### src/hw/bubble_geom_pkg.sv
package bubble_geom_pkg;

    // Each output channel holds one bit per bubble position
    localparam int BUF_AW  = 13;   // Word address per channel buffer
    localparam int BIT_AW  = 14;   // Loader bit address, bit 0 picks the channel
    localparam int PAGE_AW = 10;   // Cycle number bits used inside a user page

    // Word map of each channel buffer
    //   0    .. 1327  bootloader bits
    //   1328 .. 1911  bad loop table
    //   1912 .. 4038  CRC area and filler
    //   4039 .. 4105  sync pattern
    //   4106 .. 7167  unused
    //   7168 .. 7751  user page
    //   8191          empty propagation line
    localparam int USER_BASE  = 7168;  // First word of the user page
    localparam int SYNC_FIRST = 4039;  // Zeros on D0 start here
    localparam int SYNC_ONE   = 4104;  // Single one on D0
    localparam int SYNC_LAST  = 4105;  // Don't care word, written as zero
    localparam int EMPTY_LINE = 8191;  // Read while no access runs

endpackage

### src/hw/bubble_ctrl_pkg.sv
package bubble_ctrl_pkg;

    // Access codes as the bubble host sends them
    typedef enum logic [2:0] {
        ACC_NONE = 3'b000,
        ACC_BOOT = 3'b110,   // Bootloop read
        ACC_USER = 3'b111    // Single user page read
    } acc_type_e;

    localparam int BOOT_CYCLES = 4106;  // Ticks in a boot access
    localparam int USER_CYCLES = 584;   // Ticks in a user access
    localparam int BOUT_DIV    = 4;     // mclk cycles per output tick
    localparam int BOUT_DIV_W  = $clog2(BOUT_DIV);
    localparam int CYC_W       = 13;    // Bubble cycle number width

    typedef struct packed {
        acc_type_e acc;
    } acc_req_t;

    typedef struct packed {
        logic             active;  // Access in progress
        logic             tick;    // Launch one output bit
        acc_type_e        acc;     // Latched access type
        logic [CYC_W-1:0] num;     // Bubble cycle number of this tick
    } cycle_t;

    typedef struct packed {
        logic [10:0] addr;  // Byte address
        logic [7:0]  data;
    } load_byte_t;

    typedef struct packed {
        logic [bubble_geom_pkg::BIT_AW-1:0] addr;  // {word, channel}
        logic                               data;
    } buf_wr_t;

endpackage

### src/hw/buffer_write_arbiter.sv
module buffer_write_arbiter
(
    input  logic                     mclk,
    input  logic                     rst_n,
    input  logic                     pat_req,
    input  bubble_ctrl_pkg::buf_wr_t pat_wr,
    output logic                     pat_gnt,
    input  logic                     ld_req,
    input  bubble_ctrl_pkg::buf_wr_t ld_wr,
    output logic                     ld_gnt,
    output logic                     we,
    output bubble_ctrl_pkg::buf_wr_t wr
);

    // Pattern writer wins so loader bits land after init
    assign pat_gnt = pat_req;
    assign ld_gnt  = ld_req && !pat_req;

    always_ff @(posedge mclk)
    begin
        if (!rst_n)
        begin
            we <= 1'b0;
        end
        else
        begin
            we <= pat_gnt || ld_gnt;  // Buffer write one cycle after grant
        end
    end

    always_ff @(posedge mclk)
    begin
        if (pat_gnt)
        begin
            wr <= pat_wr;
        end
        else if (ld_gnt)
        begin
            wr <= ld_wr;
        end
    end

    a_one_grant: assert property (@(posedge mclk) disable iff (!rst_n)
        !(pat_gnt && ld_gnt));

endmodule

### config.mk
export PLATFORM = sky130hd
export DESIGN_NAME = buffer_write_arbiter
export DESIGN_NICKNAME = d
export VERILOG_FILES = /design/src/hw/bubble_geom_pkg.sv /design/src/hw/bubble_ctrl_pkg.sv /design/src/hw/buffer_write_arbiter.sv
export SDC_FILE = /design/constraint.sdc
export NUM_CORES = 1
export LEC_CHECK = 0
export BUFFER_PORTS_ARGS = -buffer_cell sky130_fd_sc_hd__buf_2
export CORE_UTILIZATION = 33
export DETAILED_ROUTE_END_ITERATION = 8
export PLACE_DENSITY_LB_ADDON = 0.12
export SLEW_MARGIN = 20
export SYNTH_ARGS = -nofsm -noshare
export SYNTH_HDL_FRONTEND = slang
export SYNTH_SLANG_ARGS = --single-unit
export TNS_END_PERCENT = 50
### constraint.sdc
create_clock -name mclk -period 2.16 [get_ports mclk]
set_input_delay 0.324 -clock mclk [delete_from_list [all_inputs] [get_ports mclk]]
set_output_delay 0.324 -clock mclk [all_outputs]
set_load 0.005 [all_outputs]
# Yosys cells after proc, flatten, opt, wreduce, memory -nomap -nowiden
# Index checks and enable logic that the tools add are counted.
dict set report word_totals {
  output_inout_bits 18
  input_bits 34
  elab_cells 9
  register_bits 16
}
dict set report op_classes {
  n_reduce_logical 4
  muxes 2
}
# operator n
set ops {}
lappend ops {{15-bit two-way mux} 2}
lappend ops {{2-bit nonzero test} 1}
lappend ops {{1-bit logical AND} 1}
lappend ops {{1-bit logical NOT} 1}
lappend ops {{1-bit logical OR} 1}

# Depth between registers and ports, before layout
dict set report depth {
  ltp_word 4
  depth_mapped 3
  ltp_nobuf 1
}

# Worst setup path after synthesis
# OpenSTA, ideal clock, no wires.
dict set report synth_path {
  path_kind {input to register}
  startpoint {in pat_req}
  endpoint {reg wr[0] in the netlist's numbering, enable pin}
  arrival_time_ns 0.969
  setup_time_ns 0.368
  required_time_ns 1.792
  cell_stages 3
  n_path_buf 2
  setup_slack_ns 0.823
  cell_sequence {buf_6 -> buf_12 -> or2_1}
}
dict set report synth_via {
  elab_chain_len 3
}
# element line
set synth_rtl {}
lappend synth_rtl {{start: declaration} buffer_write_arbiter.sv:5} ;# input logic pat_req,
lappend synth_rtl {{1-bit logical NOT} buffer_write_arbiter.sv:17} ;# assign ld_gnt = ld_req && !pat_req;
lappend synth_rtl {{1-bit logical AND} buffer_write_arbiter.sv:17}
lappend synth_rtl {{2-bit nonzero test (no source line) *} --}
lappend synth_rtl {{end signal: assignment} buffer_write_arbiter.sv:35} ;# wr <= pat_wr;
lappend synth_rtl {{end signal: assignment} buffer_write_arbiter.sv:39} ;# wr <= ld_wr;
lappend synth_rtl {{end: declaration} buffer_write_arbiter.sv:12} ;# output bubble_ctrl_pkg::buf_wr_t wr
# Mark *: on every way between the ends. The rest lies on a longest branch, timed or not.
# A chain may end at the register's enable or synchronous reset.

# Final worst setup path
dict set report layout_path {
  startpoint {in pat_req}
  endpoint {out ld_gnt}
}
dict set report layout_via {
  elab_chain_len 2
}
# element line
set layout_rtl {}
lappend layout_rtl {{1-bit logical NOT} buffer_write_arbiter.sv:17}
lappend layout_rtl {{1-bit logical AND} buffer_write_arbiter.sv:17}
lappend layout_rtl {{end: declaration} buffer_write_arbiter.sv:10} ;# output logic ld_gnt,
# No other way between the ends.

==> metrics.csv <==
metric,value,unit
yosys_warnings,0,
grt_first_pass_wirelength,2083,um
hold_path.class,input pin to register,
cp-start-kind,input pin,
ys_seq_area_frac,0.6472,
grt_overflow,0,
cts_tree,built,
cts_buffers,3,
wl_per_cell,11.02,um
synth_area_per_cell,19.65,um^2
pre_cts_slack,718.6,ps
outcome,"finished, final reports clean",
path_class,input pin to primary output,
drc,0,
drt_iter0_drc,3,
rsz0062_at_grt,false,
syn-num-nets,71,
worst_slack,728.6,ps
placed_cells,113,
fin_util,0.5050,
synth_cell_types,10,
syn_to_final_growth,40.45,%
fp-row-count,16,
ctsHoldBuffers,0,
cts_resized,0,
dieArea,2395,um^2
cp_slowest_cell,buf_4,
num_antenna_cells,0,
max_freq,698.6,MHz
ioPinCount,52,
max_cap_violations,0,
post-route-period-util,0.6627,
grt_max_degree,16,
cts_setup_buffers,0,
grt_pass1_vias,498,
placed_area,984.7,um^2
drt_wl_total,1289,um
syn-instance-count,37,
required,1840,ps
fillCellCount,189,
finalSetupViolCount,0,
end_kind,primary output,
hpwl,1027,um
route.vias.total,491,
cts_num_sinks,16,
core-area,2022,um^2
tightest_slew,620.8,ps
grt_use_total,0.1170,
crit_fanout,11,
clockBufferDepth,2,
worstPathCellList,"buf_2, buf_4, and2b_2, buf_2",
cp_common_cell,buf_2,
vias_per_cell,4.197,
hold_violations,0,
syn_area,726.9,um^2
routabilityCongestion,0.6580,
final_antenna_net_count,0,
first_pass_iters,3,
crit_arrival,1110,ps
layout-drive-gt1-share,0.8000,
max_stage_delay,250,ps
powerDensity,673.6,nW/um^2
die-width,48.94,um
ir_drop,0.3174,mV
path_clk_slew,90,ps
synth_seq_cells,16,
final_common_cell,buf_2,
cts-root-buf,clkbuf_4,
stdcell_count,117,
htree_levels,1,
initial_utilization,0.3595,
layout_common_cells,"buf_2 (51), edfxtp_1 (15), mux2_2 (8), mux2_4 (7), clkbuf_4 (3)",
antenna_found_initial,0,
fin_crit,1431,ps
stdcell_area,1021,um^2
setup_tns,0,ps
nNetsFinal,125,
die-height,48.94,um
power.static_leakage,0.4868,nW
slew_headroom,0.5861,
drv_slew,0,
port_buffers,51,
-- kinds of logic after synthesis --
| logic type | synth area share |
|---|---|
| flip-flops | 0.6472 |
| multiplexers | 0.2685 |
| buffers and inverters | 0.05336 |
| AND/OR/NAND/NOR | 0.02066 |
| AO/OA/AOI/OAI | 0.01033 |
-- Yosys cell counts --
| cell | n | area (um^2) |
|---|---|---|
| mux2_2 | 8 | 90.09 |
| buf_6 | 1 | 11.26 |
| dfxtp_1 | 1 | 20.02 |
| and2b_2 | 1 | 8.760 |
| or2_1 | 1 | 6.260 |
| buf_12 | 1 | 20.02 |
| edfxtp_1 | 15 | 450.4 |
| o21a_1 | 1 | 7.510 |
| mux2_4 | 7 | 105.1 |
| buf_4 | 1 | 7.510 |
-- worst max-delay path: cells and delay by family --
kind / cells / cell delay [ps]
simple gates: 1 / 230
buf+inv: 3 / 550
-- area by class of cell --
class | count | area (um^2) | share of cell area
Multi-Input combinational cell | 18 | 217.7 | 0.2132
Sequential cell | 16 | 470.5 | 0.4608
Timing Repair Buffer | 52 | 262.8 | 0.2574
Tap cell | 27 | 33.78 | 0.03309
Clock buffer | 4 | 36.28 | 0.03554
-- layer usage --
metal	vias up	track usage	routed length (um)
li1	244	-	-
met1	219	0.1208	508
met2	26	0.2083	689
met3	2	0.03427	78
met4	0	0.06863	12
met5	-	0	0
-- registers in the layout, indices dropped and copies added, names as in the netlist --
name  flops
wr       15
we        1
-- path summary, 6_finish.rpt --
path | end | cells past startpoint | start | slack, ps
worst max-delay path | ld_gnt | 4 | pat_req | 730
worst min-delay path | we | 2 | rst_n | 240
-- report_power, final --
| group | leakage (nW) | internal [mW] | switching (mW) |
|---|---|---|---|
| Clock | 0.0210 | 0.103 | 0.0893 |
| Sequential | 0.161 | 0.377 | 0.00720 |
| Combinational | 0.305 | 0.0710 | 0.0412 |
| Total | 0.487 | 0.550 | 0.138 |
-- through the flow --
stage,hold WS (ps),power (mW)
floorplan,434.2,0.4452
global placement,549.5,0.5045
detailed placement,530.1,0.5055
CTS,231.5,0.7009
global route,228.5,0.7212
finish,241.5,0.6878
No activity file was read; power rests on OpenSTA's default activity.
