<file path="config.mk">
export PLATFORM = sky130hd
export DESIGN_NAME = page_loader
export DESIGN_NICKNAME = d
export VERILOG_FILES = /design/src/hw/bubble_geom_pkg.sv /design/src/hw/bubble_ctrl_pkg.sv /design/src/hw/page_loader.sv
export SDC_FILE = /design/constraint.sdc
export NUM_CORES = 1
export LEC_CHECK = 0
export ABC_AREA = 1
export BUFFER_PORTS_ARGS = -buffer_cell sky130_fd_sc_hd__buf_4
export CORE_MARGIN = 8
export CORE_UTILIZATION = 49
export CTS_CLUSTER_DIAMETER = 100
export DETAILED_ROUTE_END_ITERATION = 16
export PLACE_DENSITY = 0.89
export REMOVE_ABC_BUFFERS = 1
export SETUP_SLACK_MARGIN = 0.3
export SYNTH_ARGS = -nofsm -noshare
export SYNTH_HDL_FRONTEND = slang
export SYNTH_SLANG_ARGS = --single-unit
</file>
<file path="constraint.sdc">
create_clock -name mclk -period 1.9 [get_ports mclk]
set_input_delay 0.095 -clock mclk [delete_from_list [all_inputs] [get_ports mclk]]
set_output_delay 0.095 -clock mclk [all_outputs]
set_load 0.05 [all_outputs]
</file>
<file path="src/hw/bubble_geom_pkg.sv">
package bubble_geom_pkg;

    // Each output channel holds one bit per bubble position
    localparam int BUF_AW  = 13;   // Word address per channel buffer
    localparam int BIT_AW  = 14;   // Loader bit address, bit 0 picks the channel
    localparam int PAGE_AW = 10;   // Cycle number bits used inside a user page

    // Word map of each channel buffer
    //   0    .. 1327  bootloader bits
    //   1328 .. 1911  bad loop table
    //   1912 .. 4038  CRC area and filler
    //   4039 .. 4105  sync pattern
    //   4106 .. 7167  unused
    //   7168 .. 7751  user page
    //   8191          empty propagation line
    localparam int USER_BASE  = 7168;  // First word of the user page
    localparam int SYNC_FIRST = 4039;  // Zeros on D0 start here
    localparam int SYNC_ONE   = 4104;  // Single one on D0
    localparam int SYNC_LAST  = 4105;  // Don't care word, written as zero
    localparam int EMPTY_LINE = 8191;  // Read while no access runs

endpackage

</file>
<file path="src/hw/bubble_ctrl_pkg.sv">
package bubble_ctrl_pkg;

    // Access codes as the bubble host sends them
    typedef enum logic [2:0] {
        ACC_NONE = 3'b000,
        ACC_BOOT = 3'b110,   // Bootloop read
        ACC_USER = 3'b111    // Single user page read
    } acc_type_e;

    localparam int BOOT_CYCLES = 4106;  // Ticks in a boot access
    localparam int USER_CYCLES = 584;   // Ticks in a user access
    localparam int BOUT_DIV    = 4;     // mclk cycles per output tick
    localparam int BOUT_DIV_W  = $clog2(BOUT_DIV);
    localparam int CYC_W       = 13;    // Bubble cycle number width

    typedef struct packed {
        acc_type_e acc;
    } acc_req_t;

    typedef struct packed {
        logic             active;  // Access in progress
        logic             tick;    // Launch one output bit
        acc_type_e        acc;     // Latched access type
        logic [CYC_W-1:0] num;     // Bubble cycle number of this tick
    } cycle_t;

    typedef struct packed {
        logic [10:0] addr;  // Byte address
        logic [7:0]  data;
    } load_byte_t;

    typedef struct packed {
        logic [bubble_geom_pkg::BIT_AW-1:0] addr;  // {word, channel}
        logic                               data;
    } buf_wr_t;

endpackage

</file>
<file path="src/hw/page_loader.sv">
module page_loader
(
    input  logic                       mclk,
    input  logic                       rst_n,
    input  logic                       ld_valid,
    input  bubble_ctrl_pkg::load_byte_t ld,
    output logic                       req,
    output bubble_ctrl_pkg::buf_wr_t   wr,
    input  logic                       gnt,
    output logic                       busy,
    output logic                       overrun
);
    import bubble_ctrl_pkg::*;

    load_byte_t byte_q;  // Address and bits still to go
    logic [2:0] idx_q;   // Bit index within the byte

    assign req = busy;
    assign wr = '{addr: {byte_q.addr, idx_q}, data: byte_q.data[0]};  // LSB first

    always_ff @(posedge mclk)
    begin
        if (!rst_n)
        begin
            busy    <= 1'b0;
            overrun <= 1'b0;
            idx_q   <= '0;
        end
        else if (busy)
        begin
            if (ld_valid)
            begin
                overrun <= 1'b1;  // Byte dropped, sticky until reset
            end
            if (gnt)
            begin
                idx_q <= idx_q + 3'd1;
                if (idx_q == 3'd7)
                begin
                    busy <= 1'b0;
                end
            end
        end
        else if (ld_valid)
        begin
            busy  <= 1'b1;
            idx_q <= '0;
        end
    end

    // Shift register for the byte payload
    always_ff @(posedge mclk)
    begin
        if (!busy && ld_valid)
        begin
            byte_q <= ld;
        end
        else if (busy && gnt)
        begin
            byte_q.data <= byte_q.data >> 1;
        end
    end

endmodule

</file>
=== After elaboration in Yosys (flattened, before gate mapping) ===
Cells that the tools add are included.

* Register bits after elaboration: 24
* Input port bits: 23
* Word-level logic and storage cells: 24

* Add/subtract/negate cells: 1
* Equal/unequal tests: 2
* Mux-type cells: 9
* Reduce and logical (&&, ||, !) cells: 7

{| class="wikitable"
|+ Operators by type and width
! kind !! number
|-
| $mux 8 || 2
|-
| $mux 3 || 3
|-
| $mux 1 || 4
|-
| $reduce_and 2->1 || 2
|-
| $reduce_bool 2->1 || 2
|-
| $add 3x1->3 const B || 1
|-
| $eq 3x3->1 const B || 1
|-
| $logic_and 1x1->1 || 2
|-
| $ne 2x2->1 const B || 1
|-
| $logic_not 1->1 || 1
|}

=== Depth between registers and ports, before layout ===
* Word-level depth: 4
* Mapped depth: 5
* Mapped depth without buffers: 5

=== Worst setup path before layout ===
Ideal clock, no wire load.

* Kind: register to register
* From: reg busy
* To: reg byte_q[1] (netlist bit) (data pin)
* Setup time: 256 ps
* Arrival: 1,404 ps
* Data required time: 1,644 ps
* Slack: 240 ps
* Cell stages (with the launch flop): 6
* Buffers on the path: 0
* Cell sequence: dfxtp_1 inv_1 nand2_2 clkinv_1 nand2_1 nand2_1

* Word-level cells in the longest chain between the ends: 3

{| class="wikitable"
|+ RTL lines
! element !! RTL line !! RTL
|-
| start: declaration || page_loader.sv:10 || <nowiki>output logic busy,</nowiki>
|-
| start signal: assignment || page_loader.sv:25 || <nowiki>busy <= 1'b0;</nowiki>
|-
| start signal: assignment || page_loader.sv:40 || <nowiki>busy <= 1'b0;</nowiki>
|-
| start signal: assignment || page_loader.sv:46 || <nowiki>busy <= 1'b1;</nowiki>
|-
| $logic_not 1->1 || page_loader.sv:54 || <nowiki>if (!busy && ld_valid)</nowiki>
|-
| $logic_and 1x1->1 || page_loader.sv:54 ||
|-
| $mux 8 || page_loader.sv:54 ||
|-
| end signal: assignment || page_loader.sv:56 || <nowiki>byte_q <= ld;</nowiki>
|-
| end: declaration || page_loader.sv:15 || <nowiki>load_byte_t byte_q;</nowiki>
|}

Every way passes these cells.
A chain may end at the register's enable or synchronous reset.

=== Final worst setup path ===
* From: reg busy
* To: reg byte_q, in the netlist wr[10] (enable)

* Word-level cells in the longest chain between the ends: 2

{| class="wikitable"
|+ RTL lines
! element !! RTL line
|-
| $logic_not 1->1 || page_loader.sv:54
|-
| $logic_and 1x1->1 || page_loader.sv:54
|}

Every way passes these cells.

==> flow_summary.json <==
{
  "max-vdd-ir-drop_v": 0.000467,
  "start_util_pct": 51.1,
  "antenna_found_initial": 0,
  "hold_viol": 0,
  "cts_buffers": 3,
  "final_util_pct": 70.3,
  "cts_max_level": 1,
  "max_freq_ghz": 0.707,
  "criticalPathCategory": "reg -> reg",
  "p_sw_share_pct": 27.0,
  "path_max_fanout": 12,
  "cts_sinks": 24,
  "dp_slack_ns": 0.514,
  "wl_per_cell_microns": 14.2,
  "dp_hpwl_microns": 1610,
  "layout_min_cycle_time_ns": 1.41,
  "dominantRegCellSynth": "edfxtp_1",
  "fp.dieArea_sq_um": 3690,
  "wl_microns": 2170,
  "coreArea_sq_um": 1920,
  "holdPathStages": 3,
  "viasPerCell": 4.64,
  "dr.pass1.iters": 4,
  "post-route-period-util_pct": 74.5,
  "stdcell_area_sq_um": 1350,
  "io_pins": 41,
  "die-height_microns": 60.8,
  "p_sw_mw": 0.286,
  "area_growth_pct": 37.6,
  "synth_edf_count": 19,
  "hold_ws_ns": 0.0427,
  "rsz0062_at_grt": "no",
  "track_usage_pct": 12.3,
  "worstSetupStartpointType": "flop",
  "route.detailed.drc": 0,
  "dpl_cell_area_sq_um": 1210,
  "max_slew_margin_pct": 75.8,
  "clk_path_buf_depth": 2,
  "synth_common_cells": "27 x nand2_1, 19 x edfxtp_1, 13 x buf_4",
  "worstMarginPinSlew_ns": 0.362,
  "vias": 710,
  "cts-hold-fix-buffers": 11,
  "root_buffer": "clkbuf_4",
  "crit_path_max_incr_delay_ns": 0.44,
  "gp_congestion": 0.721,
  "setup_viol": 0,
  "synth_top_area_share_pct": 58.1,
  "crit_cells": 4,
  "drtIter0Drc": 21,
  "path_cells": "inv_1 -> nand2_2 -> clkinv_1 -> buf_4",
  "path_buf_inv": 3,
  "layout_setup_ws_ns": 0.485,
  "clkTransAtPathRegs_ns": 0.13,
  "antenna_cells": 0,
  "total_power_mw": 1.06,
  "placedCellCount": 138,
  "synth_seq_area_share_pct": 68.3,
  "critPathSlowestCell": "dfxtp_1",
  "grt_pass1_wl_microns": 3400,
  "synth.top_cells.by_area": "edfxtp_1 58%, nand2_1 10%, dfxtp_1 10%",
  "slew_viol_final": 0,
  "powerDensity_nw_per_um2": 785,
  "cts_tree": "built",
  "postRouteAntennaNets": 0,
  "clkPwrFrac_pct": 21.0,
  "synth_cells": 84,
  "synth.distinct_cells": 13,
  "yosysWarningCount": 0,
  "crit_path_end_kind": "flop",
  "arrival_ns": 1.48,
  "power.leakage_nw": 0.626,
  "sequentialPowerShare_pct": 58.8,
  "avgSynthCellArea_sq_um": 11.7,
  "grt_overflow": 0,
  "io_buffers": 40,
  "fin_tns_setup_ns": 0,
  "rows": 16,
  "cp_data_required_time_ns": 1.97,
  "stdcell_count": 153,
  "hold_path_class": "in -> reg",
  "post_cts_buffers": 0,
  "crit_family": "buffers and inverters",
  "clk_latency_ns": 0.30,
  "die_x_microns": 60.8,
  "intPower_mw": 0.775,
  "syn_area_sq_um": 982,
  "grt_max_degree": 14,
  "grt_pass1_vias": 763,
  "async_reset_ff_share_pct": 0,
  "status": "finished, final reports clean",
  "drive_above_1_share_pct": 35.7,
  "post_cts_resized": 0,
  "yosys.cell_count.top_type": "nand2_1",
  "synth_seq_cells": 24,
  "finClkSkew_ns": 0.00737,
  "reg2regPathDepth": 4,
  "yosys.area.top_type": "edfxtp_1",
  "cap_viol_max_count": 0,
  "final_nets": 152,
  "combPwrFrac_pct": 20.2
}
==> power by group through the flow <==
stage / combinational (mW) / clock, mW / sequential, mW
2_1_floorplan: 0.0398 / 0 / 0.707
3_3_place_gp: 0.192 / 0 / 0.634
3_5_place_dp: 0.197 / 0 / 0.635
4_1_cts: 0.216 / 0.226 / 0.623
5_1_grt: 0.230 / 0.247 / 0.627
6_report: 0.215 / 0.223 / 0.624
==> logic make-up after synthesis <==
| logic type | Yosys count | share of synthesized area [%] |
|---|---|---|
| buf+inv | 20 | 13.4 |
| fa+ha+maj | 2 | 2.55 |
| flops | 24 | 68.3 |
| simple gates | 32 | 12.7 |
| compound gates | 6 | 3.06 |
==> flip-flops by register name, indices dropped and copies added, names as in the netlist <==
signal   flops
busy         1
byte_q       7
idx_q        3
overrun      1
wr          12
==> worst min-delay path, cell delays in order <==
cell and delay, ns:
buf_4 0.10, a21oi_1 0.06, nor2_1 0.07
==> final cells by class <==
| cell class | count | area, sq um |
|---|---|---|
| Clock buffer | 4 | 26.3 |
| Fill cell | 148 | 571 |
| Inverter | 6 | 22.5 |
| Multi-Input combinational cell | 40 | 180 |
| Sequential cell | 24 | 671 |
| Tap cell | 27 | 33.8 |
| Timing Repair Buffer | 52 | 418 |
==> layout by cell type, fill, tap and decap left out, drive strengths merged <==
master / n
nand2: 28
nand3: 2
dlygate4sd3: 11
clkinv: 1
o21ai: 1
dfxtp: 5
ha: 2
buf: 41
clkbuf: 4
edfxtp: 19
inv: 5
nor2: 2
a21oi: 5
==> layer usage <==
| metal | GRT usage [%] | wire, microns | vias to the layer above |
|---|---|---|---|
| li1 | - | - | 345 |
| met1 | 13.2 | 880 | 326 |
| met2 | 21.4 | 1010 | 37 |
| met3 | 5.51 | 271 | 2 |
| met4 | 2.99 | 8 | 0 |
| met5 | 0 | 0 | - |
==> worst paths after layout <==
kind | end | slack, ns | from
max | wr[10]$_DFFE_PP_ | 0.49 | busy$_SDFF_PN0_
min | overrun$_SDFFE_PN0P_ | 0.04 | ld_valid
max reg2reg | wr[10]$_DFFE_PP_ | 0.49 | busy$_SDFF_PN0_
min reg2reg | overrun$_SDFFE_PN0P_ | 0.50 | overrun$_SDFFE_PN0P_
(Power assumes the default switching activity.)
