$ cat src/hw/bubble_geom_pkg.sv
package bubble_geom_pkg;

    // Each output channel holds one bit per bubble position
    localparam int BUF_AW  = 13;   // Word address per channel buffer
    localparam int BIT_AW  = 14;   // Loader bit address, bit 0 picks the channel
    localparam int PAGE_AW = 10;   // Cycle number bits used inside a user page

    // Word map of each channel buffer
    //   0    .. 1327  bootloader bits
    //   1328 .. 1911  bad loop table
    //   1912 .. 4038  CRC area and filler
    //   4039 .. 4105  sync pattern
    //   4106 .. 7167  unused
    //   7168 .. 7751  user page
    //   8191          empty propagation line
    localparam int USER_BASE  = 7168;  // First word of the user page
    localparam int SYNC_FIRST = 4039;  // Zeros on D0 start here
    localparam int SYNC_ONE   = 4104;  // Single one on D0
    localparam int SYNC_LAST  = 4105;  // Don't care word, written as zero
    localparam int EMPTY_LINE = 8191;  // Read while no access runs

endpackage

$ cat src/hw/bubble_ctrl_pkg.sv
package bubble_ctrl_pkg;

    // Access codes as the bubble host sends them
    typedef enum logic [2:0] {
        ACC_NONE = 3'b000,
        ACC_BOOT = 3'b110,   // Bootloop read
        ACC_USER = 3'b111    // Single user page read
    } acc_type_e;

    localparam int BOOT_CYCLES = 4106;  // Ticks in a boot access
    localparam int USER_CYCLES = 584;   // Ticks in a user access
    localparam int BOUT_DIV    = 4;     // mclk cycles per output tick
    localparam int BOUT_DIV_W  = $clog2(BOUT_DIV);
    localparam int CYC_W       = 13;    // Bubble cycle number width

    typedef struct packed {
        acc_type_e acc;
    } acc_req_t;

    typedef struct packed {
        logic             active;  // Access in progress
        logic             tick;    // Launch one output bit
        acc_type_e        acc;     // Latched access type
        logic [CYC_W-1:0] num;     // Bubble cycle number of this tick
    } cycle_t;

    typedef struct packed {
        logic [10:0] addr;  // Byte address
        logic [7:0]  data;
    } load_byte_t;

    typedef struct packed {
        logic [bubble_geom_pkg::BIT_AW-1:0] addr;  // {word, channel}
        logic                               data;
    } buf_wr_t;

endpackage

$ cat src/hw/sync_pattern_writer.sv
module sync_pattern_writer
(
    input  logic                      mclk,
    input  logic                      rst_n,
    output logic                      req,
    output bubble_ctrl_pkg::buf_wr_t  wr,
    input  logic                      gnt,
    output logic                      init_done
);
    import bubble_geom_pkg::*;

    logic [BUF_AW-1:0] word_q;  // Word being written
    logic              ch_q;    // 0 for D0, 1 for D1
    logic              one_bit;

    assign req = !init_done;  // Requests until the empty line is in

    // Single one on D0 at SYNC_ONE, zeros everywhere else
    assign one_bit = (word_q == BUF_AW'(SYNC_ONE)) && !ch_q;
    assign wr = '{addr: {word_q, ch_q}, data: one_bit};

    always_ff @(posedge mclk)
    begin
        if (!rst_n)
        begin
            word_q    <= BUF_AW'(SYNC_FIRST);
            ch_q      <= 1'b0;
            init_done <= 1'b0;
        end
        else if (req && gnt)
        begin
            ch_q <= ~ch_q;
            if (ch_q)  // Both channels of this word done
            begin
                if (word_q == BUF_AW'(EMPTY_LINE))
                begin
                    init_done <= 1'b1;
                end
                else if (word_q == BUF_AW'(SYNC_LAST))
                begin
                    word_q <= BUF_AW'(EMPTY_LINE);  // Jump to propagation line
                end
                else
                begin
                    word_q <= word_q + BUF_AW'(1);
                end
            end
        end
    end

endmodule

$ cat config.mk
export PLATFORM = sky130hd
export DESIGN_NAME = sync_pattern_writer
export DESIGN_NICKNAME = d
export VERILOG_FILES = /design/src/hw/bubble_geom_pkg.sv /design/src/hw/bubble_ctrl_pkg.sv /design/src/hw/sync_pattern_writer.sv
export SDC_FILE = /design/constraint.sdc
export NUM_CORES = 1
export LEC_CHECK = 0
export BUFFER_PORTS_ARGS = -buffer_cell sky130_fd_sc_hd__buf_2
export CORE_MARGIN = 5
export CORE_UTILIZATION = 45
export DETAILED_ROUTE_END_ITERATION = 10
export PLACE_DENSITY = 0.69
export SYNTH_ARGS = -nofsm -noshare
export SYNTH_HDL_FRONTEND = slang
export SYNTH_SLANG_ARGS = --single-unit
export TNS_END_PERCENT = 30
$ cat constraint.sdc
create_clock -name mclk -period 4.4 [get_ports mclk]
set_input_delay 0.66 -clock mclk [delete_from_list [all_inputs] [get_ports mclk]]
set_output_delay 0.66 -clock mclk [all_outputs]
set_load 0.01 [all_outputs]
# After elaboration in Yosys (flattened, before gate mapping)
# Index checks and enable logic that the tools add are counted.
# word_totals
ff_bits	15
# op_classes
add_sub_neg	1
n_eq_ne	3
mux	1
bitwise_logic	2
reduce_logical	6
# op_table
cell	n
$eq A13 B13 Y1 const B	3
$add A13 B1 Y13 const B	1
$mux W13	1
$reduce_and A3 Y1	2
$logic_and A1 B1 Y1	2
$logic_not A1 Y1	2
$not A1 Y1	2

# Depth between registers and ports, before layout
# Gate-level depths: netlist of run 1.
# depth
depth_word	3
ltp_mapped	6

# Least setup slack after synthesis of run 1
# OpenSTA, ideal clock, no wires.
# synth_path
kind	flip-flop to flip-flop
start	register word_q[0]
end	register word_q[2]
setup_ps	69
arrival_ps	1780
t_required_ps	4331
setup_slack_ps	2551
path_stages_with_launch	7
n_path_buf	0
period_less_slack_ps	1849
cell_sequence	dfxtp_1 > ha_1 > nand3_1 > or3_4 > o2111a_2 > and3_1 > o21ai_1
# synth_via
elab_chain_cells	3
word_cells_on_any_way	6
classes_between	add/sub: 1; eq/ne: 2; mux: 1; bitwise: 1; reduce/logical: 1
# synth_lines
element	line_no	text
start: declaration	sync_pattern_writer.sv:12	logic [BUF_AW-1:0] word_q;
start signal: assignment	sync_pattern_writer.sv:26	word_q <= BUF_AW'(SYNC_FIRST);
start signal: assignment	sync_pattern_writer.sv:41	word_q <= BUF_AW'(EMPTY_LINE);
start signal: assignment	sync_pattern_writer.sv:45	word_q <= word_q + BUF_AW'(1);
parallel branches: the longest is 3 deep, another holds $add A13 B1 Y13	n/a	
# Several ways; the timed one is not identified.
# A chain may end at the register's enable or synchronous reset.

==> summary.md, run 1 <==
| Metric | Value |
|---|---|
| Outcome | `completed` |
| Slew headroom | `0.472` |
| Fin crit period | `2260 ps` |
| Vias | `844` |
| Core area | `0.00175 mm2` |
| Yosys warning total | `0` |
| Boundary Pins | `20` |
| Final Hold Viols | `0` |
| Final ANT Viol Nets | `0` |
| Multiplexer area fraction after synthesis | `0.0120` |
| CTS tree | `done` |
| Setup CP Type | `reg -> out` |
| Sw Ratio | `0.279` |
| Worst-path cell chain | `nor4_1 -> nand3_1 -> nor3b_1 -> buf_2` |
| Main synth FF type | `dfxtp_1` |
| Simple-gate share of the synthesized area | `0.296` |
| Post-synthesis compound-gate area fraction | `0.194` |
| Num CTS Buffers | `3` |
| Max-cap check violation count | `0` |
| Worst Skew | `3.93 ps` |
| Final Net Count | `127` |
| Setup slack, reg-to-reg | `2370 ps` |
| Clk slew on worst S/H paths | `100 ps` |
| CTS Buffer Depth | `2` |
| Least-Margin Pin Slew | `781 ps` |
| CP Launch Type | `flip-flop` |
| Sequential share of the synthesized area | `0.361` |
| Syn Nets | `106` |
| GRT Overall Usage | `0.162` |
| Worst EP required | `3740 ps` |
| Synth unique cells | `36` |
| First-pass GRT wire length | `3340 um` |
| Row cnt | `15` |
| Post-cts sizing count | `0` |
| VDD IR max | `144 uV` |
| Post-Synthesis Cells | `100` |
| Max Fclk | `0.442 GHz` |
| Post-Synth XOR/XNOR Area | `0.0421` |
| Post-CTS Setup Inserts | `0` |
| Hold Path Class | `reg -> reg` |
| Fin crit share | `0.514` |
| Post-Syn Area per Cell | `8.32 um2` |
| Number of synthesized flops with an enable pin | `0` |
| Post-CTS Hold Buffers | `0` |
| Die area | `0.00281 mm2` |
| Die Span X | `53 um` |
| Fill count | `160` |
| Initial core utilization | `0.477` |
| Sequential Power Share | `0.564` |
| Setup TNS | `0 ps` |
| Final hold slack | `502 ps` |
| Slew Limit Fails | `0` |
| Largest net degree at the start of global routing | `11` |
| Util after Layout | `0.552` |
| Share of layout cells above drive strength 1 | `0.242` |
| Synth Area in Adders | `0.0451` |
| CTS sink cnt | `15` |
| Power consumption | `0.000259 W` |
| RD Place Congestion | `0.848` |
| Remaining DRCs | `0` |
| Initial drt markers | `29` |
| Internal Pwr Total | `0.000187 W` |
| CP max stage cell | `nor4_1` |
| Crit-path max cell delay | `460 ps` |
| Number of global-route vias before repair | `781` |
| Power Density | `269 mW/mm2` |
| Pleak | `0.409 nW` |
| Clock Power Share | `0.314` |
| Final Routed Wirelength | `2040 um` |
| DRT Pass-1 Iters | `4` |
| Post-synth ARST share | `0` |
| Sw power | `0.0000722 W` |
| Worst path arrival time | `1600 ps` |
| Final Cell Area | `963 um2` |
| RSZ-0062 raised after global routing | `no` |
| Seq cells post-synth | `15` |
| Port bufs | `19` |
| N_diodes | `0` |
| Final setup fails | `0` |
| Wire per inst | `14.1 um` |
| Htree depth | `1` |
| Setup crit end kind | `output pin` |
| Combinational group share of total power | `0.122` |
| Initial antenna violation count | `0` |
| CP max FO | `5` |
| Post-placement cell area | `936 um2` |
| CTS root buf | `clkbuf_4` |
| Syn Std Cell Area | `832 um2` |
| Clk Latency, worst-skew pair | `290 ps` |
| Die Span Y | `53 um` |
| Layout area overhead | `15.8%` |
| Detailed placer's ending HPWL | `1470 um` |
| Largest family of logic cells by synthesized area | `simple AND/OR/NAND/NOR gates` |
| Grt ovf | `0` |
| DR vias/cell | `5.82` |
critical path: cells and delay by family, from the launching register on:
family                 cells  cell delay [ps]
flip-flops                 1              360
AND/OR/NAND/NOR            3              800
buffers and inverters      1              150
routing by layer:
| metal | vias up | track usage | wire length [um] |
|---|---|---|---|
| met5 | - | 0 | 0 |
| li1 | 404 | - | - |
| met4 | 0 | 0.102 | 42 |
| met3 | 5 | 0.0254 | 106 |
| met1 | 406 | 0.212 | 988 |
| met2 | 29 | 0.244 | 901 |
cells in the final DEF, fill, tap and decap left out, types with 2 or more instances in the layout:
cell type	n
a211oi_1	2
a21oi_1	6
a41oi_1	2
and3_1	3
buf_2	19
clkbuf_4	3
dfxtp_1	15
ha_1	3
inv_1	5
nand2_1	12
nand3_1	4
nand3b_1	2
nand4_1	2
nor2_1	8
nor3_1	2
nor3b_1	3
o2111ai_1	2
o211ai_1	2
o21ai_0	2
o21ai_1	3
xor2_1	3
registers in the layout, indices dropped and copies added (netlist names):
name / flops
ch_q: 1
init_done: 1
word_q: 13
final cells by class:
type	count	area (um2)	share of cell area
Multi-Input combinational cell	77	490	0.509
Sequential cell	15	300	0.312
Timing Repair Buffer	19	95.1	0.0987
Tap cell	25	31.3	0.0325
Clock buffer	3	22.5	0.0234
Inverter	5	18.8	0.0195
Clock inverter	1	5.00	0.00519
power groups by stage:
stage	Combinational, W	Clock, W	Sequential [W]
6_report	0.0000317	0.0000813	0.000146
5_1_grt	0.0000352	0.0000887	0.000147
4_1_cts	0.0000317	0.0000840	0.000146
3_5_place_dp	0.0000315	0	0.000149
3_3_place_gp	0.0000309	0	0.000149
2_1_floorplan	0.0000224	0	0.000150
Yosys cell counts (2+ instances only):
master	number	area, um2
nor3_1	2	10.0
nand4_1	2	12.5
inv_1	5	18.8
nand2_1	12	45.0
xor2_1	3	26.3
nand3b_1	2	15.0
a41oi_1	2	17.5
o211ai_1	2	15.0
o21ai_0	2	10.0
buf_4	3	22.5
nor3b_1	3	22.5
o21ai_1	3	15.0
dfxtp_1	15	300
a21oi_1	6	30.0
and3_1	3	18.8
a211oi_1	2	15.0
nand3_1	4	20.0
ha_1	3	37.5
o2111ai_1	2	17.5
nor2_1	8	30.0
logic make-up (layout without fill, tap and decap cells):
group / after synthesis / count (layout)
AND/OR/NAND/NOR: 45 / 45
flip-flops: 15 / 15
buffers and inverters: 8 / 28
AO/OA/AOI/OAI: 24 / 24
adder cells (fa/ha/maj): 3 / 3
XOR/XNOR: 4 / 4
multiplexers: 1 / 1
worst paths after layout:
path                     to  cells past startpoint      start
setup / recovery      wr[0]                      4  word_q[4]
hold / removal    init_done                      2  init_done
setup reg to reg  word_q[5]                      6  word_q[0]
hold reg to reg   init_done                      2  init_done
through the flow:
step | cells | setup slack [ps]
after floorplan | 100 | 2550
after global placement | 141 | 2480
after detailed placement | 141 | 2430
after CTS | 145 | 2190
after global routing | 145 | 2060
final | 145 | 2140
No activity file was read; power rests on OpenSTA's default activity.
==> inputs of run 2 (changes only) <==
--- a/config.mk
+++ b/config.mk
@@ -5,11 +5,13 @@
 export SDC_FILE = /design/constraint.sdc
 export NUM_CORES = 1
 export LEC_CHECK = 0
+export ABC_AREA = 1
 export BUFFER_PORTS_ARGS = -buffer_cell sky130_fd_sc_hd__buf_2
+export CORE_ASPECT_RATIO = 1.75
 export CORE_MARGIN = 5
 export CORE_UTILIZATION = 45
 export DETAILED_ROUTE_END_ITERATION = 10
-export PLACE_DENSITY = 0.69
+export PLACE_DENSITY = 0.67
 export SYNTH_ARGS = -nofsm -noshare
 export SYNTH_HDL_FRONTEND = slang
 export SYNTH_SLANG_ARGS = --single-unit
==> constraint.sdc (replaced) <==
create_clock -name mclk -period 2.1 [get_ports mclk]
set_input_delay 0.315 -clock mclk [delete_from_list [all_inputs] [get_ports mclk]]
set_output_delay 0.315 -clock mclk [all_outputs]
set_load 0.01 [all_outputs]
==> summary.md, run 2 <==
| Metric | Value |
|---|---|
| Outcome | `completed` |
| Final setup margin | `351 ps` |
| Final setup fails | `0` |
| Worst path arrival time | `1430 ps` |
| Clk Latency, worst-skew pair | `250 ps` |
| Pleak | `0.612 nW` |
| Boundary Pins | `20` |
| Detailed placer's ending HPWL | `1810 um` |
| Final Hold Viols | `0` |
| Sw Ratio | `0.303` |
| Number of flip-flops in the largest register | `13` |
| Least-Margin Pin Slew | `507 ps` |
| Setup TNS | `0 ps` |
| Post-synth top area cell | `dfxtp_1` |
| Die Span Y | `73.2 um` |
| Fin crit share | `0.833` |
| CTS tree | `done` |
| GRT Overall Usage | `0.158` |
| Vias | `1019` |
| Slew headroom | `0.661` |
| Syn Std Cell Area | `0.00103 mm2` |
| DR vias/cell | `5.07` |
| Final ANT Viol Nets | `0` |
| Core area | `0.00224 mm2` |
| Multi-input logic area | `608 um2` |
| Max-cap check violation count | `0` |
| Initial drt markers | `26` |
| Setup crit end kind | `output pin` |
| Sw power | `0.000210 W` |
| Post-placement cell area | `0.00111 mm2` |
| Initial antenna violation count | `0` |
| Fin crit period | `1750 ps` |
| Internal Pwr Total | `0.000483 W` |
| Post-cts sizing count | `0` |
| Power Density | `602 mW/mm2` |
| Reg area | `300 um2` |
| CTS Buffer Depth | `2` |
| Num CTS Buffers | `3` |
| Die area | `0.00338 mm2` |
| CP Launch Type | `flip-flop` |
| Main synth FF type | `dfxtp_1` |
| Port bufs | `19` |
| CP max FO | `6` |
| Clock Power Share | `0.343` |
| Htree depth | `1` |
| Post-synth top cells | `nand2_1, nand3_1, inv_1` |
| DRT Pass-1 Iters | `4` |
| Cell with the most instances after synthesis | `nand2_1` |
| Row cnt | `23` |
| VDD IR max | `366 uV` |
| Post-Synthesis Cells | `159` |
| RSZ-0062 raised after global routing | `no` |
| Wire per inst | `12.1 um` |
| Largest net degree at the start of global routing | `13` |
| Post-synth ARST share | `0` |
| Synth area leaders | `dfxtp_1, nand2_1, nand3_1` |
| Highest-count cells in the layout ignoring fill and taps | `nand2_1, nand3_1, buf_2` |
| Top cell type's share of synthesized area | `0.292` |
| Reg2Reg Depth | `8` |
| Slew Limit Fails | `0` |
| Yosys warning total | `0` |
| Seq cells post-synth | `15` |
| Sequential share of the synthesized area | `0.292` |
| Setup CP Type | `reg -> out` |
| Final Routed Wirelength | `2440 um` |
| Grt ovf | `0` |
| Remaining DRCs | `0` |
| Post-CTS Setup Inserts | `0` |
| Util after Layout | `0.513` |
| Fill count | `227` |
| First-pass GRT wire length | `3950 um` |
| Commonest non-fill, non-tap cell in the layout | `nand2_1` |
| Number of global-route vias before repair | `977` |
| CTS sink cnt | `15` |
| Synth unique cells | `24` |
| Worst EP required | `1780 ps` |
| Post-Syn Area per Cell | `6.47 um2` |
| Largest registers | `word_q (13), ch_q (1), init_done (1)` |
| Worst Skew | `0.676 ps` |
| Die Span X | `46.1 um` |
| Worst Hold Path Cells | `2` |
| Hold Path Class | `in -> reg` |
| Final hold slack | `366 ps` |
| Clk slew on worst S/H paths | `60 ps` |
| Sequential Power Share | `0.464` |
| N_diodes | `0` |
| Final Net Count | `183` |
| Final Cell Area | `0.00115 mm2` |
| CTS root buf | `clkbuf_8` |
| Syn Nets | `165` |
| Number of synthesized flops with an enable pin | `0` |
| Share of layout cells above drive strength 1 | `0.216` |
| Post-CTS Hold Buffers | `0` |
| Initial core utilization | `0.458` |
| Max Fclk | `0.572 GHz` |
| Placement Setup Slack | `542 ps` |
| Combinational group share of total power | `0.193` |
| RD Place Congestion | `0.822` |
| Layout area overhead | `11.9%` |
| Top reg by flops | `word_q` |
==> run 2: changes by cell type in the layout (fill, tap and decap cells not counted), sizes merged, moves of 3 or more <==
cell and change:
and3 -4, inv +14, nand2 +45, nand3 +20
o21ai -3, nor3b -3, nor2 +7
==> run 2: metrics by stage <==
stage          instances  power, W
2_1_floorplan        159  0.000432
3_3_place_gp         197  0.000457
3_5_place_dp         197  0.000461
4_1_cts              201  0.000694
5_1_grt              201  0.000732
6_report             201  0.000693
==> run 2: cell families after synthesis <==
kind of cell / count (synthesis) / share of synthesized area
simple gates: 105 / 0.490
buf+inv: 25 / 0.117
flops: 15 / 0.292
compound gates: 9 / 0.0474
fa+ha+maj: 3 / 0.0365
xor+xnor: 2 / 0.0170
==> run 2: path summary, 6_finish.rpt <==
path               end  slack (ps)      start
max              wr[0]         350  word_q[0]
min          word_q[9]         370      rst_n
max reg2reg  word_q[3]         520  word_q[0]
min reg2reg  init_done         490  init_done
==> run 2: metal layers <==
| metal | track usage | wire length [um] |
|---|---|---|
| met1 | 0.168 | 1000 |
| met2 | 0.275 | 1250 |
| met3 | 0.0222 | 96 |
| met4 | 0.0949 | 87 |
| met5 | 0 | 0 |
==> run 2: cell type report <==
| type | count | share of cell area |
|---|---|---|
| clock buffers | 4 | 0.0391 |
| inverters | 19 | 0.0620 |
| multi-input cells | 119 | 0.528 |
| flip-flops and latches | 15 | 0.261 |
| well taps | 25 | 0.0272 |
| repair buffers | 19 | 0.0826 |
==> run 2: worst max-delay path: stages, from the launching register on <==
cell	delay, ps
dfxtp_1	360
inv_1	150
ha_1	180
nand4_1	110
nor3_1	220
buf_2	170
==> run 2: power groups by stage <==
stage	Combinational (W)	Clock, W	Sequential [W]
floorplan	0.000105	0	0.000327
global placement	0.000131	0	0.000326
detailed placement	0.000133	0	0.000327
CTS	0.000134	0.000238	0.000321
global route	0.000152	0.000255	0.000325
finish	0.000134	0.000238	0.000321
==> inputs of run 3 (changes only) <==
==> constraint.sdc (replaced) <==
create_clock -name mclk -period 1.7 [get_ports mclk]
set_input_delay 0.255 -clock mclk [delete_from_list [all_inputs] [get_ports mclk]]
set_output_delay 0.255 -clock mclk [all_outputs]
set_load 0.01 [all_outputs]
==> summary.md, run 3 (synthesis results as in run 2) <==
| Metric | Value |
|---|---|
| Outcome | `completed` |
| Hold Path End | `word_q[7]` |
| Boundary Pins | `20` |
| Slew headroom | `0.804` |
| First-pass GRT wire length | `4060 um` |
| Largest net degree at the start of global routing | `13` |
| Fin crit share | `0.965` |
| Grt ovf | `0` |
| Share of layout cells above drive strength 1 | `0.230` |
| N_diodes | `0` |
| Worst EP required | `1440 ps` |
| Remaining DRCs | `0` |
| DR vias/cell | `5.34` |
| Num CTS Buffers | `3` |
| CP max stage cell | `dfxtp_2` |
| Crit Reg-Reg Endpoint | `word_q[6]` |
| Setup slack, reg-to-reg | `140 ps` |
| Number of flip-flops in the largest register | `13` |
| Die area | `0.00338 mm2` |
| Largest registers | `word_q (13), ch_q (1), init_done (1)` |
| Least-Margin Pin Slew | `293 ps` |
| Detailed placer's ending HPWL | `1880 um` |
| Final hold slack | `296 ps` |
| CP max FO | `6` |
| CTS Buffer Depth | `2` |
| Final Hold Viols | `0` |
| Setup TNS | `0 ps` |
| Slew Limit Fails | `0` |
| Core area | `0.00224 mm2` |
| RSZ-0062 raised after global routing | `no` |
| Crit-path max cell delay | `350 ps` |
| Worst Hold Path Cells | `2` |
| Wire per inst | `12.3 um` |
| HP Start | `rst_n` |
| Post-CTS Hold Buffers | `0` |
| Worst-path cell chain | `inv_1 -> ha_1 -> nand4_1 -> nor3_1 -> buf_2` |
| Fin crit period | `1640 ps` |
| Port bufs | `19` |
| Final Routed Wirelength | `2500 um` |
| CTS root buf | `clkbuf_8` |
| Worst path arrival time | `1390 ps` |
| Max-cap check violation count | `0` |
| Hold Path Class | `in -> reg` |
| Clk slew on worst S/H paths | `60 ps` |
| Pleak | `0.622 nW` |
| Initial core utilization | `0.458` |
| Power Density | `740 mW/mm2` |
| Final ANT Viol Nets | `0` |
| Commonest non-fill, non-tap cell in the layout | `nand2_1` |
| Setup crit end kind | `output pin` |
| DRT Pass-1 Iters | `4` |
| FF-to-FF Start | `word_q[1]` |
| Htree depth | `1` |
| Reg2Reg Depth | `9` |
| Worst Skew | `4.94 ps` |
| Layout area overhead | `13.5%` |
| Max Fclk | `0.610 GHz` |
| CTS tree | `done` |
| RD Place Congestion | `0.869` |
| Clk Latency, worst-skew pair | `250 ps` |
| Die Span Y | `73.2 um` |
| VDD IR max | `421 uV` |
| GRT Overall Usage | `0.160` |
| Power consumption | `0.000864 W` |
| Number of global-route vias before repair | `954` |
| Final Net Count | `185` |
| Die Span X | `46.1 um` |
| CP Launch Type | `flip-flop` |
| Row cnt | `23` |
| Top reg by flops | `word_q` |
| Final setup fails | `0` |
| Initial antenna violation count | `0` |
| Vias | `1084` |
| Initial drt markers | `16` |
| CTS sink cnt | `15` |
| Highest-count cells in the layout ignoring fill and taps | `nand2_1, nand3_1, buf_2` |
| Setup CP Type | `reg -> out` |
run 3: cell count changes in the layout (fill, tap and decap cells not counted), sizes merged:
cell  previous run  this run
buf             19        21
run 3: power by group:
| group | total, W | internal, W | switching [W] |
|---|---|---|---|
| clock | 0.000296 | 0.000166 | 0.000130 |
| combinational | 0.000171 | 0.0000640 | 0.000107 |
| sequential | 0.000396 | 0.000370 | 0.0000260 |
| total | 0.000864 | 0.000600 | 0.000263 |
run 3: cell type report:
class | count | area, um2
fillers | 239 | 1080
multi-input cells | 119 | 608
flip-flops and latches | 15 | 302
repair buffers | 21 | 110
inverters | 19 | 71.3
clock buffers | 4 | 45.0
well taps | 25 | 31.3
run 3: timing repair:
action | 4_1_cts | 5_1_grt
resized for setup | 0 | 1
setup buffers | 0 | 0
endpoints found under the setup margin | 0 | 4
run 3: how the worst max path moves through the flow:
| stage | start | to | slack, ps | depth (start not counted) |
|---|---|---|---|---|
| after floorplan | word_q[0] | word_q[10] | 230 | 9 |
| after detailed placement | word_q[0] | word_q[6] | 120 | 9 |
| after global placement | word_q[1] | word_q[9] | 190 | 9 |
| after CTS | word_q[0] | wr[0] | 50 | 5 |
| final | word_q[0] | wr[0] | 60 | 5 |
| after global routing | word_q[1] | word_q[10] | 20 | 9 |
run 3: metrics by stage:
step | util | area (um2) | cells | worst slack (ps)
global route | 0.520 | 1170 | 203 | 18.4
detailed placement | 0.499 | 1120 | 199 | 120
floorplan | - | 1030 | 159 | 229
global placement | 0.499 | 1120 | 199 | 187
finish | 0.520 | 1170 | 203 | 60.0
CTS | 0.520 | 1170 | 203 | 53.5
run 3: metal layers:
layer	share of wire	GRT usage	up-vias
li1	-	-	538
met1	0.40	0.173	498
met2	0.52	0.281	43
met3	0.070	0.0247	5
met4	0.019	0.0823	0
met5	0	0	-
run 3: worst max-delay path: cells and delay by family (launching register included):
| family | cells | cell delay, ps |
|---|---|---|
| adders and majority gates | 1 | 180 |
| and+or+nand+nor | 2 | 320 |
| buffers and inverters | 2 | 290 |
| DFF | 1 | 350 |
